[src/piano_consts.svh]
`ifndef PIANO_CONSTS_SVH
`define PIANO_CONSTS_SVH

`define PIANO_NUM_VOICES 3
`define PIANO_AMP_W 8
`define PIANO_FRAME_BITS 32

// frame that arms the note receiver
`define PIANO_SYNC_WORD 32'h0000FFFF

// envelope pacing
`define PIANO_ENV_TICK 2      // clk cycles per gain step
`define PIANO_HOLD_TICKS 128  // steps held at full gain

// serial DAC timing, in clk cycles unless noted
`define PIANO_DAC_HALF 4
`define PIANO_DAC_LEAD_BITS 4 // zero bits ahead of the sample
`define PIANO_DAC_STROBE 4

`endif

[src/piano_pkg.sv]
`default_nettype none
`include "piano_consts.svh"

package piano_pkg;

    typedef logic [`PIANO_AMP_W-1:0] amp_t;

    // 255 means full scale
    typedef logic [7:0] gain_t;

    typedef logic [1:0] note_count_t;

    typedef amp_t [`PIANO_NUM_VOICES-1:0] amp_arr_t; // one byte per voice

    typedef enum logic [2:0] {
        ENV_IDLE,
        ENV_ATTACK,
        ENV_HOLD,
        ENV_DECAY,
        ENV_DONE
    } env_state_t;

endpackage

`default_nettype wire

[src/note_bus_if.sv]
`timescale 1ns/1ns
`default_nettype none

// latched note frame, stable between frames
interface note_bus_if;

    piano_pkg::amp_arr_t    amp;
    piano_pkg::note_count_t count;
    logic                   frame_valid;   // high from the first frame on

    modport src (
        output amp,
        output count,
        output frame_valid
    );

    modport voice (
        input amp,
        input frame_valid
    );

    modport mix (
        input count
    );

endinterface

`default_nettype wire

[src/spi_note_rx.sv]
`timescale 1ns/1ns
`default_nettype none
`include "piano_consts.svh"

module spi_note_rx (
    input  logic    clk,
    input  logic    rst_n,
    input  logic    sck,
    input  logic    sdi,
    note_bus_if.src bus
);

    localparam int CNT_W = $clog2(`PIANO_FRAME_BITS);
    localparam int AMP_W = `PIANO_AMP_W;
    localparam int CNT_LSB = `PIANO_NUM_VOICES * AMP_W;

    logic [1:0]                   sck_sync;
    logic [1:0]                   sdi_sync;
    logic                         sck_last;
    logic                         bit_take;
    logic [`PIANO_FRAME_BITS-1:0] shift_q;
    logic [`PIANO_FRAME_BITS-1:0] shift_next;
    logic                         armed;
    logic [CNT_W-1:0]             bit_cnt;
    logic                         latch_pend;
    piano_pkg::amp_arr_t          amp_q;
    piano_pkg::note_count_t       count_q;
    logic                         valid_q;

    always_ff @(posedge clk)
    begin
        if (!rst_n)
        begin
            sck_sync <= '0;
            sdi_sync <= '0;
            sck_last <= 1'b0;
        end
        else
        begin
            sck_sync <= {sck_sync[0], sck};
            sdi_sync <= {sdi_sync[0], sdi};
            sck_last <= sck_sync[1];
        end
    end

    assign bit_take   = sck_sync[1] & ~sck_last;   // synced sck rising
    assign shift_next = {shift_q[`PIANO_FRAME_BITS-2:0], sdi_sync[1]};

    always_ff @(posedge clk)
    begin
        if (!rst_n)
        begin
            shift_q    <= '1;     // all ones, so stray zeros can't fake a sync
            armed      <= 1'b0;
            bit_cnt    <= '0;
            latch_pend <= 1'b0;
        end
        else
        begin
            latch_pend <= 1'b0;
            if (bit_take)
            begin
                shift_q <= shift_next;
                bit_cnt <= bit_cnt + 1'b1;
                if (!armed)
                begin
                    if (shift_next == `PIANO_SYNC_WORD)
                    begin
                        armed   <= 1'b1;
                        bit_cnt <= '0;
                    end
                end
                else if (bit_cnt == CNT_W'(`PIANO_FRAME_BITS - 1))
                    latch_pend <= 1'b1;    // full frame in, latch next edge
            end
        end
    end

    // frame register steering the voices and the mixer
    always_ff @(posedge clk)
    begin
        if (!rst_n)
        begin
            amp_q   <= '0;
            count_q <= '0;
            valid_q <= 1'b0;
        end
        else if (latch_pend)
        begin
            for (int v = 0; v < `PIANO_NUM_VOICES; v++)
                amp_q[v] <= shift_q[v*AMP_W +: AMP_W];
            count_q <= shift_q[CNT_LSB +: $bits(piano_pkg::note_count_t)];
            valid_q <= 1'b1;
        end
    end

    assign bus.amp         = amp_q;
    assign bus.count       = count_q;
    assign bus.frame_valid = valid_q;

endmodule

`default_nettype wire

[src/key_envelope.sv]
`timescale 1ns/1ns
`default_nettype none
`include "piano_consts.svh"

module key_envelope #(
    parameter int VOICE = 0
) (
    input  logic            clk,
    input  logic            rst_n,
    note_bus_if.voice       bus,
    output piano_pkg::amp_t level,
    output logic            active,
    output logic            done
);

    localparam int AMP_W  = `PIANO_AMP_W;
    localparam int TICK_W = $clog2(`PIANO_ENV_TICK + 1);
    localparam int HOLD_W = $clog2(`PIANO_HOLD_TICKS + 1);

    piano_pkg::env_state_t state;
    piano_pkg::gain_t      gain;
    piano_pkg::amp_t       amp;
    logic                  live;
    logic                  step;
    logic [TICK_W-1:0]     tick;
    logic [HOLD_W-1:0]     hold_cnt;
    logic [2*AMP_W-1:0]    product;

    assign amp     = bus.amp[VOICE];
    assign live    = bus.frame_valid && (amp != '0);   // key is down
    assign step    = (tick == TICK_W'(`PIANO_ENV_TICK - 1));
    assign product = amp * gain;

    always_ff @(posedge clk)
    begin
        if (!rst_n || !live)
        begin
            state    <= piano_pkg::ENV_IDLE;
            gain     <= '0;
            tick     <= '0;
            hold_cnt <= '0;
        end
        else
        begin
            tick <= step ? '0 : tick + 1'b1;
            case (state)
                piano_pkg::ENV_IDLE:
                begin
                    state <= piano_pkg::ENV_ATTACK;
                    tick  <= '0;
                end
                piano_pkg::ENV_ATTACK:
                    if (step)
                    begin
                        gain <= gain + 1'b1;
                        if (gain == 8'd254)
                        begin
                            state    <= piano_pkg::ENV_HOLD;
                            hold_cnt <= '0;
                        end
                    end
                piano_pkg::ENV_HOLD:
                    if (step)
                    begin
                        if (hold_cnt == HOLD_W'(`PIANO_HOLD_TICKS - 1))
                            state <= piano_pkg::ENV_DECAY;
                        else
                            hold_cnt <= hold_cnt + 1'b1;
                    end
                piano_pkg::ENV_DECAY:
                    if (step)
                    begin
                        gain <= gain - 1'b1;
                        if (gain == 8'd1)
                            state <= piano_pkg::ENV_DONE;
                    end
                piano_pkg::ENV_DONE:
                    tick <= '0;             // wait here for the key to lift
                default:
                    state <= piano_pkg::ENV_IDLE;
            endcase
        end
    end

    always_ff @(posedge clk)
    begin
        if (!rst_n)
            level <= '0;
        else
        begin
            case (state)
                piano_pkg::ENV_HOLD:
                    level <= amp;           // exact peak
                piano_pkg::ENV_ATTACK, piano_pkg::ENV_DECAY:
                    level <= product[2*AMP_W-1:AMP_W];
                default:
                    level <= '0;
            endcase
        end
    end

    assign active = (state == piano_pkg::ENV_ATTACK) ||
                    (state == piano_pkg::ENV_HOLD) ||
                    (state == piano_pkg::ENV_DECAY);
    assign done   = (state == piano_pkg::ENV_DONE);

endmodule

`default_nettype wire

[src/voice_mixer.sv]
`timescale 1ns/1ns
`default_nettype none
`include "piano_consts.svh"

module voice_mixer (
    input  logic            clk,
    input  logic            rst_n,
    note_bus_if.mix         bus,
    input  piano_pkg::amp_t level0,
    input  piano_pkg::amp_t level1,
    input  piano_pkg::amp_t level2,
    output piano_pkg::amp_t mix
);

    localparam int SUM_W = `PIANO_AMP_W + 2;

    logic [SUM_W-1:0] sum;
    logic [SUM_W-1:0] third;
    logic [SUM_W-1:0] mix_next;

    assign sum = SUM_W'(level0) + SUM_W'(level1) + SUM_W'(level2);

    // shift-sum approximation of sum/3
    assign third = (sum >> 2) + (sum >> 4) + (sum >> 6) + (sum >> 8);

    always_comb
    begin
        case (bus.count)
            2'd0:    mix_next = '0;
            2'd1:    mix_next = sum;
            2'd2:    mix_next = sum >> 1;
            default: mix_next = third;
        endcase
    end

    always_ff @(posedge clk)
    begin
        if (!rst_n)
            mix <= '0;
        else
            mix <= mix_next[`PIANO_AMP_W-1:0];   // truncated, no clamp
    end

endmodule

`default_nettype wire

[src/dac_serializer.sv]
`timescale 1ns/1ns
`default_nettype none
`include "piano_consts.svh"

module dac_serializer (
    input  logic            clk,
    input  logic            rst_n,
    input  piano_pkg::amp_t sample,
    output logic            dclk,
    output logic            data,
    output logic            load,
    output logic            ldac
);

    localparam int BIT_CYC = 2 * `PIANO_DAC_HALF;
    localparam int NBITS   = `PIANO_DAC_LEAD_BITS + `PIANO_AMP_W;
    localparam int LOAD_AT = NBITS * BIT_CYC;               // end of the bit phase
    localparam int LDAC_AT = LOAD_AT + `PIANO_DAC_STROBE;
    localparam int IDLE_AT = LDAC_AT + `PIANO_DAC_STROBE;   // last cycle of a frame
    localparam int CNT_W   = $clog2(IDLE_AT + 1);
    localparam int PH_W    = $clog2(BIT_CYC);

    logic [CNT_W-1:0] cnt;
    logic [PH_W-1:0]  ph;
    logic [NBITS-1:0] shift_q;
    logic             in_bits;

    assign in_bits = (cnt < CNT_W'(LOAD_AT));

    always_ff @(posedge clk)
    begin
        if (!rst_n)
        begin
            cnt <= '0;
            ph  <= '0;
        end
        else if (cnt == CNT_W'(IDLE_AT))
        begin
            cnt <= '0;
            ph  <= '0;
        end
        else
        begin
            cnt <= cnt + 1'b1;
            ph  <= (ph == PH_W'(BIT_CYC - 1)) ? '0 : ph + 1'b1;
        end
    end

    // lead zeros go out first, then the sample MSB first
    always_ff @(posedge clk)
    begin
        if (cnt == '0)
            shift_q <= {{`PIANO_DAC_LEAD_BITS{1'b0}}, sample};
        else if (in_bits && ph == PH_W'(1))
            shift_q <= shift_q << 1;
    end

    always_ff @(posedge clk)
    begin
        if (!rst_n)
        begin
            dclk <= 1'b0;
            data <= 1'b0;
            load <= 1'b1;
            ldac <= 1'b1;
        end
        else if (in_bits)
        begin
            load <= 1'b1;
            ldac <= 1'b1;
            dclk <= (ph < PH_W'(`PIANO_DAC_HALF));   // high in first half
            if (ph == PH_W'(1))
                data <= shift_q[NBITS-1];          // change mid high phase
        end
        else
        begin
            dclk <= 1'b0;
            load <= (cnt >= CNT_W'(LDAC_AT));
            ldac <= (cnt < CNT_W'(LDAC_AT)) || (cnt == CNT_W'(IDLE_AT));
        end
    end

endmodule

`default_nettype wire

[src/piano_top.sv]
`timescale 1ns/1ns
`default_nettype none

module piano_top (
    input  logic       clk,
    input  logic       rst_n,
    input  logic       sck,
    input  logic       sdi,
    output logic [5:0] led,      // active/done pairs, voice 0 at the top
    output logic       dclk,
    output logic       data,
    output logic       load,
    output logic       ldac
);

    piano_pkg::amp_t level0;
    piano_pkg::amp_t level1;
    piano_pkg::amp_t level2;
    piano_pkg::amp_t mix;

    note_bus_if bus ();

    spi_note_rx u_rx (
        .clk   (clk),
        .rst_n (rst_n),
        .sck   (sck),
        .sdi   (sdi),
        .bus   (bus)
    );

    key_envelope #(.VOICE(0)) u_voice0 (
        .clk    (clk),
        .rst_n  (rst_n),
        .bus    (bus),
        .level  (level0),
        .active (led[5]),
        .done   (led[4])
    );

    key_envelope #(.VOICE(1)) u_voice1 (
        .clk    (clk),
        .rst_n  (rst_n),
        .bus    (bus),
        .level  (level1),
        .active (led[3]),
        .done   (led[2])
    );

    key_envelope #(.VOICE(2)) u_voice2 (
        .clk    (clk),
        .rst_n  (rst_n),
        .bus    (bus),
        .level  (level2),
        .active (led[1]),
        .done   (led[0])
    );

    voice_mixer u_mixer (
        .clk    (clk),
        .rst_n  (rst_n),
        .bus    (bus),
        .level0 (level0),
        .level1 (level1),
        .level2 (level2),
        .mix    (mix)
    );

    dac_serializer u_dac (
        .clk    (clk),
        .rst_n  (rst_n),
        .sample (mix),
        .dclk   (dclk),
        .data   (data),
        .load   (load),
        .ldac   (ldac)
    );

endmodule

`default_nettype wire

[config.mk]
export PLATFORM = sky130hd
export DESIGN_NAME = piano_top
export DESIGN_NICKNAME = d
export VERILOG_FILES = /design/src/piano_pkg.sv /design/src/note_bus_if.sv /design/src/spi_note_rx.sv /design/src/key_envelope.sv /design/src/voice_mixer.sv /design/src/dac_serializer.sv /design/src/piano_top.sv
export VERILOG_INCLUDE_DIRS = /design/src
export SDC_FILE = /design/constraint.sdc
export NUM_CORES = 1
export LEC_CHECK = 0
export BUFFER_PORTS_ARGS = -buffer_cell sky130_fd_sc_hd__buf_2
export CAP_MARGIN = 20
export CORE_ASPECT_RATIO = 2
export CORE_MARGIN = 10
export CORE_UTILIZATION = 50
export CTS_CLUSTER_DIAMETER = 60
export CTS_CLUSTER_SIZE = 12
export DETAILED_ROUTE_END_ITERATION = 8
export PLACE_DENSITY_LB_ADDON = 0.1
export SKIP_CTS_REPAIR_TIMING = 1
export SYNTH_ARGS = -nofsm -noshare
export SYNTH_HDL_FRONTEND = slang
export SYNTH_HIERARCHICAL = 1
export SYNTH_SLANG_ARGS = --single-unit
[constraint.sdc]
create_clock -name clk -period 5.2 [get_ports clk]
set_input_delay 1.04 -clock clk [delete_from_list [all_inputs] [get_ports clk]]
set_output_delay 1.04 -clock clk [all_outputs]
set_load 0.01 [all_outputs]
# Yosys cells after proc, flatten, opt, wreduce, memory -nomap -nowiden
# Index checks and enable logic that the tools add are counted.
# W data, S select, Z words.
# totals
register_bits	191
input_bits	4
out_inout_bits	10
elab_cells	231
# op_classes
addsub	20
n_mul	3
order_cmp	4
n_eq_ne	52
mux	56
bitwise_logic	6
reduce_logical	54
# op_table
op	count
$mux W8	20
$pmux W8 S2	9
$mux W3	18
$add A8 B1 Y8 const B	6
$mul A8 B8 Y16	3
$pmux W3 S5	3
$ne A2 B1 Y1 const B	18
$eq A32 B16 Y1 const B	1
$eq A8 B1 Y1 const B	3
$eq A8 B7 Y1 const B	3
$eq A8 B8 Y1 const B	3
$pmux W8 S3	1
$reduce_bool A8 Y1	3
$sub A8 B1 Y8 const B	3
$reduce_and A7 Y1	3
$eq A3 B2 Y1 const B	6
$reduce_and A5 Y1	3
$lt A7 B7 Y1 const B	2
$reduce_bool A2 Y1	7
$eq A3 B1 Y1 const B	4
$eq A3 B3 Y1 const B	4
$reduce_and A3 Y1	4
$reduce_or A4 Y1	3
$add A9 B8 Y10	1
other kinds (28)	64

# Longest topological paths before layout
# depth
word_depth	6
mapped_depth	20
ltp_nobuf	20

# Modules after synthesis
# Netlist, hierarchy kept.
# by_module_without_submodules
mod	n_inst	cells_per_inst	area_each_um2	seq_area_each_um2
key_envelope (u_voice0)	1	415	3468.3	580.6
key_envelope (u_voice1)	1	408	3460.8	580.6
key_envelope (u_voice2)	1	397	3438.3	580.6
spi_note_rx	1	275	2591.2	1401.3
voice_mixer	1	136	1303.8	160.2
dac_serializer	1	95	1086.0	600.6

# Least setup slack after synthesis
# Ideal clock, no wire load.
# synth_timing
path_type	reg-to-reg
startpoint	reg u_voice0.level[1]
endpoint	reg u_mixer.mix[7]
setup_ps	123
arrival_ps	4647
required_ps	5077
slack_ps	431
stages_incl_launch_ff	20
path_buffers	0
period_less_slack_ps	4769
path_cell_list	dfxtp_1 > inv_1 > fa_1 > inv_1 > ha_1 > fa_1 > a21o_1 > a21oi_4 > xnor2_2 > ha_1 > xor2_1 > fa_1 > ha_1 > fa_1 > a211oi_1 > o21bai_1 > a21oi_1 > xnor3_1 > nand3_1 > a21oi_1
# synth_via
elab_chain_cells	6
# synth_rtl
item	line	source
start: declaration	key_envelope.sv:11	output piano_pkg::amp_t level,
start signal: assignment	key_envelope.sv:93	level <= amp;
start signal: assignment	key_envelope.sv:95	level <= product[2*AMP_W-1:AMP_W];
$add A8 B8 Y9 *	voice_mixer.sv:21	assign sum = SUM_W'(level0) + SUM_W'(level1) + SUM_W'(level2);
$add A9 B8 Y10 *	voice_mixer.sv:21	
$add A8 B6 Y8	voice_mixer.sv:24	assign third = (sum >> 2) + (sum >> 4) + (sum >> 6) + (sum >> 8);
$add A8 B4 Y8	voice_mixer.sv:24	
$add A8 B2 Y8	voice_mixer.sv:24	
$pmux W8 S3 *	voice_mixer.sv:28	case (bus.count)
end signal: assignment	voice_mixer.sv:41	mix <= mix_next[`PIANO_AMP_W-1:0];
end: declaration	voice_mixer.sv:12	output piano_pkg::amp_t mix
# Every way passes the cells marked *; elsewhere a longest branch is shown, timed or not.
# A chain may end at the register's enable or synchronous reset.

# Worst setup path after layout
# Same ends and word-level chain as after synthesis.

==> results.ini <==
[logic_synthesis]
synth_warnings=6
synthArstFlopShare_pct=0
yosys-top-cells-area=dfxtp_1 24%, fa_1 15%, ha_1 12%, and2_1 6.3%, nand2_1 4.4%
synthTopCellsByCount=183 x dfxtp_1, 181 x nand2_1, 164 x inv_1
syn-num-nets=1995
synth_most_common_cell=dfxtp_1
synth_ff_type=dfxtp_1
synth_top_area_cell=dfxtp_1
yosysTopAreaCellShare_pct=23.9
avgSynthCellArea_um2=8.89
synth-edff-count=8
yosysSeqAreaShare_pct=25.4
syn_area_um2=15300
ys_types=92
ys_seq_elements=191
synthCells=1726

[power_and_ir_drop]
swShare_pct=24.5
p_per_area_nw_per_um2=181
power_frac_comb_pct=3.2
cellInternalPower_uw=2240
ir_drop_uv=257
p_sw_uw=728
pwr-share-seq_pct=51.6
p_leak_uw=0.00748
p_clk_share_pct=45.2

[critical_path]
cp_common_cell=fa_1
crit_slowest_cell=fa_1
crit_path_start=u_voice0/level[1]
regToRegSetupSlack_ns=0.31
path_class=reg2reg
critPathLaunchType=flop
worstSetupEndpointType=flop
path_cells=inv_1 -> fa_1 -> inv_1 -> ha_1 -> fa_1 -> a21o_1 -> a21oi_4 -> xnor2_4 -> ha_4 -> xor2_2 -> fa_1 -> ha_1 -> fa_2 -> a211oi_2 -> o21bai_1 -> a21oi_1 -> xnor3_1 -> nand3_1 -> a21oi_1
required_ns=5.53
critPathMaxStageDelay_ns=0.53
r2r.worst_path.cells=19
cp.arrival_ns=5.22
r2r-start=u_voice0/level[1]
crit_path_max_fanout=5
crit_path_end=u_mixer/mix[7]
crit_family=adder cells
cp.depth=19
crit_buf_inv=2
rr_endpoint=u_mixer/mix[7]

[route]
via_count=11600
drt-total-wl_mm=35.3
dr.pass1.iters=5
viasPerCell=5.57
first_iter_violations=426
antenna_left=0
drc_errors=0
avgRoutedWirePerCell_um=16.9

[grt]
grt_use_met3_pct=2.23
grtUsageMet1_pct=19.5
grt_pass1_vias=12300
grt_usage_pct=19.5
gr-total-overflow=0
globalRouteMet2Util_pct=38.6
antenna_found_initial=0
busiest_layer=met2
grt_max_degree=35
grt_pass1_wl_mm=60.6

[clock_tree]
tritoncts=done
cts.clk_slew.worst_paths_ns=0.07
cts_buffer_depth=2
clkLatencyLatePin_ns=0.46
cts.sinks=191
cts_htree_levels=4
cts_root_buf=clkbuf_16
cts_buffers=17

[run]
max_cap_viol_count=0

[die]
start_util_pct=50.7
die_h_um=268
coreArea_um2=30300
pin_count=14
placementRows=90
die_w_um=144
die_area_um2=38500

[final_layout]
register_area_um2=3900
multiInputGateArea_um2=10500
area_growth_pct=6.96
fillCellCount=2793
num_antenna_cells=0
nNetsFinal=1976
post_route_cells_drive_above_1_share_pct=7.62
final_area_um2=16400

[timing]
fin_tns_setup_ns=0
skew_ns=0.0117
relSlewSlack_pct=30.4
worst_slew_pin_slew_ns=1.03
fin_crit_sh_pct=94.1
rsz0062_at_grt=false
timing.hold.ws_ns=0.434
setup_viol=0
timing.fmax_mhz=204
fin_crit_ns=4.89
hold_viol_final=0
maxSlewViolCount=0

[place]
dpl-instance-area_um2=15800
hpwlAfterDp_mm=27.6
numPortBuffers=13
routabilityCongestion=0.852

[outcome]
status=complete, no violations

[worst_hold_path]
hold_path.class=reg2reg

## power groups by stage
stage	Combinational (uW)	Sequential [uW]	Clock, uW
floorplan	77.0	1560	0
global placement	93.6	1560	0
detailed placement	96.2	1560	0
CTS	96.4	1530	1380
global route	107	1540	1430
finish	94.7	1530	1340
## cell usage in the layout (no fill, tap or decap), types with 9 or more instances in the layout
master | synthesis | routed
and2_1 | 154 | 154
nand2_1 | 181 | 181
nor4_1 | 22 | 22
nor2b_1 | 34 | 33
nand3_1 | 76 | 76
fa_1 | 118 | 117
and3_1 | 9 | 9
dfxtp_1 | 183 | 183
a21o_1 | 13 | 13
inv_1 | 164 | 164
mux2i_1 | 37 | 37
clkbuf_16 | 0 | 18
nand4_1 | 23 | 23
buf_4 | 2 | 40
xor2_1 | 30 | 29
buf_2 | 11 | 13
o21ai_1 | 9 | 9
o21ai_0 | 50 | 50
a31oi_1 | 10 | 10
nor3b_1 | 9 | 9
nor2_1 | 97 | 97
ha_1 | 147 | 146
a21oi_1 | 53 | 53
a22oi_1 | 9 | 9
nor3_1 | 18 | 18
xnor2_1 | 48 | 48
## state kept, by name, summed over array words and instances (netlist names), 8 cells and up
name	count
u_mixer/mix	8
u_dac/shift_q	12
u_voice2/gain	8
u_voice2/level	8
u_voice2/hold_cnt	8
u_voice1/hold_cnt	8
u_rx/shift_q	31
u_rx/bus.amp	24
u_voice0/hold_cnt	8
u_voice1/gain	8
u_voice0/gain	8
u_voice1/level	8
u_voice0/level	8
## area by class of cell
cell class                 count  share of cell area [%]
sequential                   191                    23.8
clock buffer                  20                    2.91
multi-input combinational   1278                    63.8
timing repair buffer          53                    2.23
clock inverter                12                   0.701
tap                          368                    2.80
inverter                     166                    3.80
## logic make-up (layout without fill, tap and decap cells)
kind of cell	after synthesis	after routing	share of synthesized area (%)
muxes	46	46	3.17
adders and majority gates	265	265	27.4
AOI/OAI and AO/OA	212	212	9.45
and+or+nand+nor	674	674	23.2
buffers and inverters	257	251	6.61
DFF	191	191	25.4
xor gates and xnor gates	81	81	4.81
## worst min path at each step
stage | depth (start not counted) | from | slack, ns | to
after detailed placement | 1 | u_voice1/tick[0] | 0.43 | u_voice1/tick[0]
after global placement | 1 | u_voice0/tick[0] | 0.41 | u_voice0/tick[0]
final | 1 | u_voice2/tick[0] | 0.43 | u_voice2/tick[0]
after floorplan | 1 | u_voice0/tick[0] | 0.41 | u_voice0/tick[0]
after global routing | 1 | u_voice2/tick[0] | 0.46 | u_voice2/tick[0]
after CTS | 1 | u_voice1/tick[0] | 0.44 | u_voice1/tick[0]
## per-layer routing
| layer | share of wire (%) | wire length (um) | vias to the layer above |
|---|---|---|---|
| met3 | 1.7 | 592 | 58 |
| met1 | 38 | 13300 | 5732 |
| met4 | 2.8 | 1000 | 0 |
| li1 | - | - | 5693 |
| met5 | 0 | 0 | - |
| met2 | 58 | 20400 | 141 |
## per-stage QoR
stage               setup slack, ns  power [uW]  instances  utilization (%)
floorplan                     0.431        1630       1726                -
global placement              0.209        1660       2056             52.1
detailed placement            0.128        1660       2056             52.1
CTS                           0.105        3010       2088             54.1
global route                 0.0154        3080       2088             54.2
finish                        0.308        2970       2088             54.2
No activity file was read; power rests on OpenSTA's default activity.
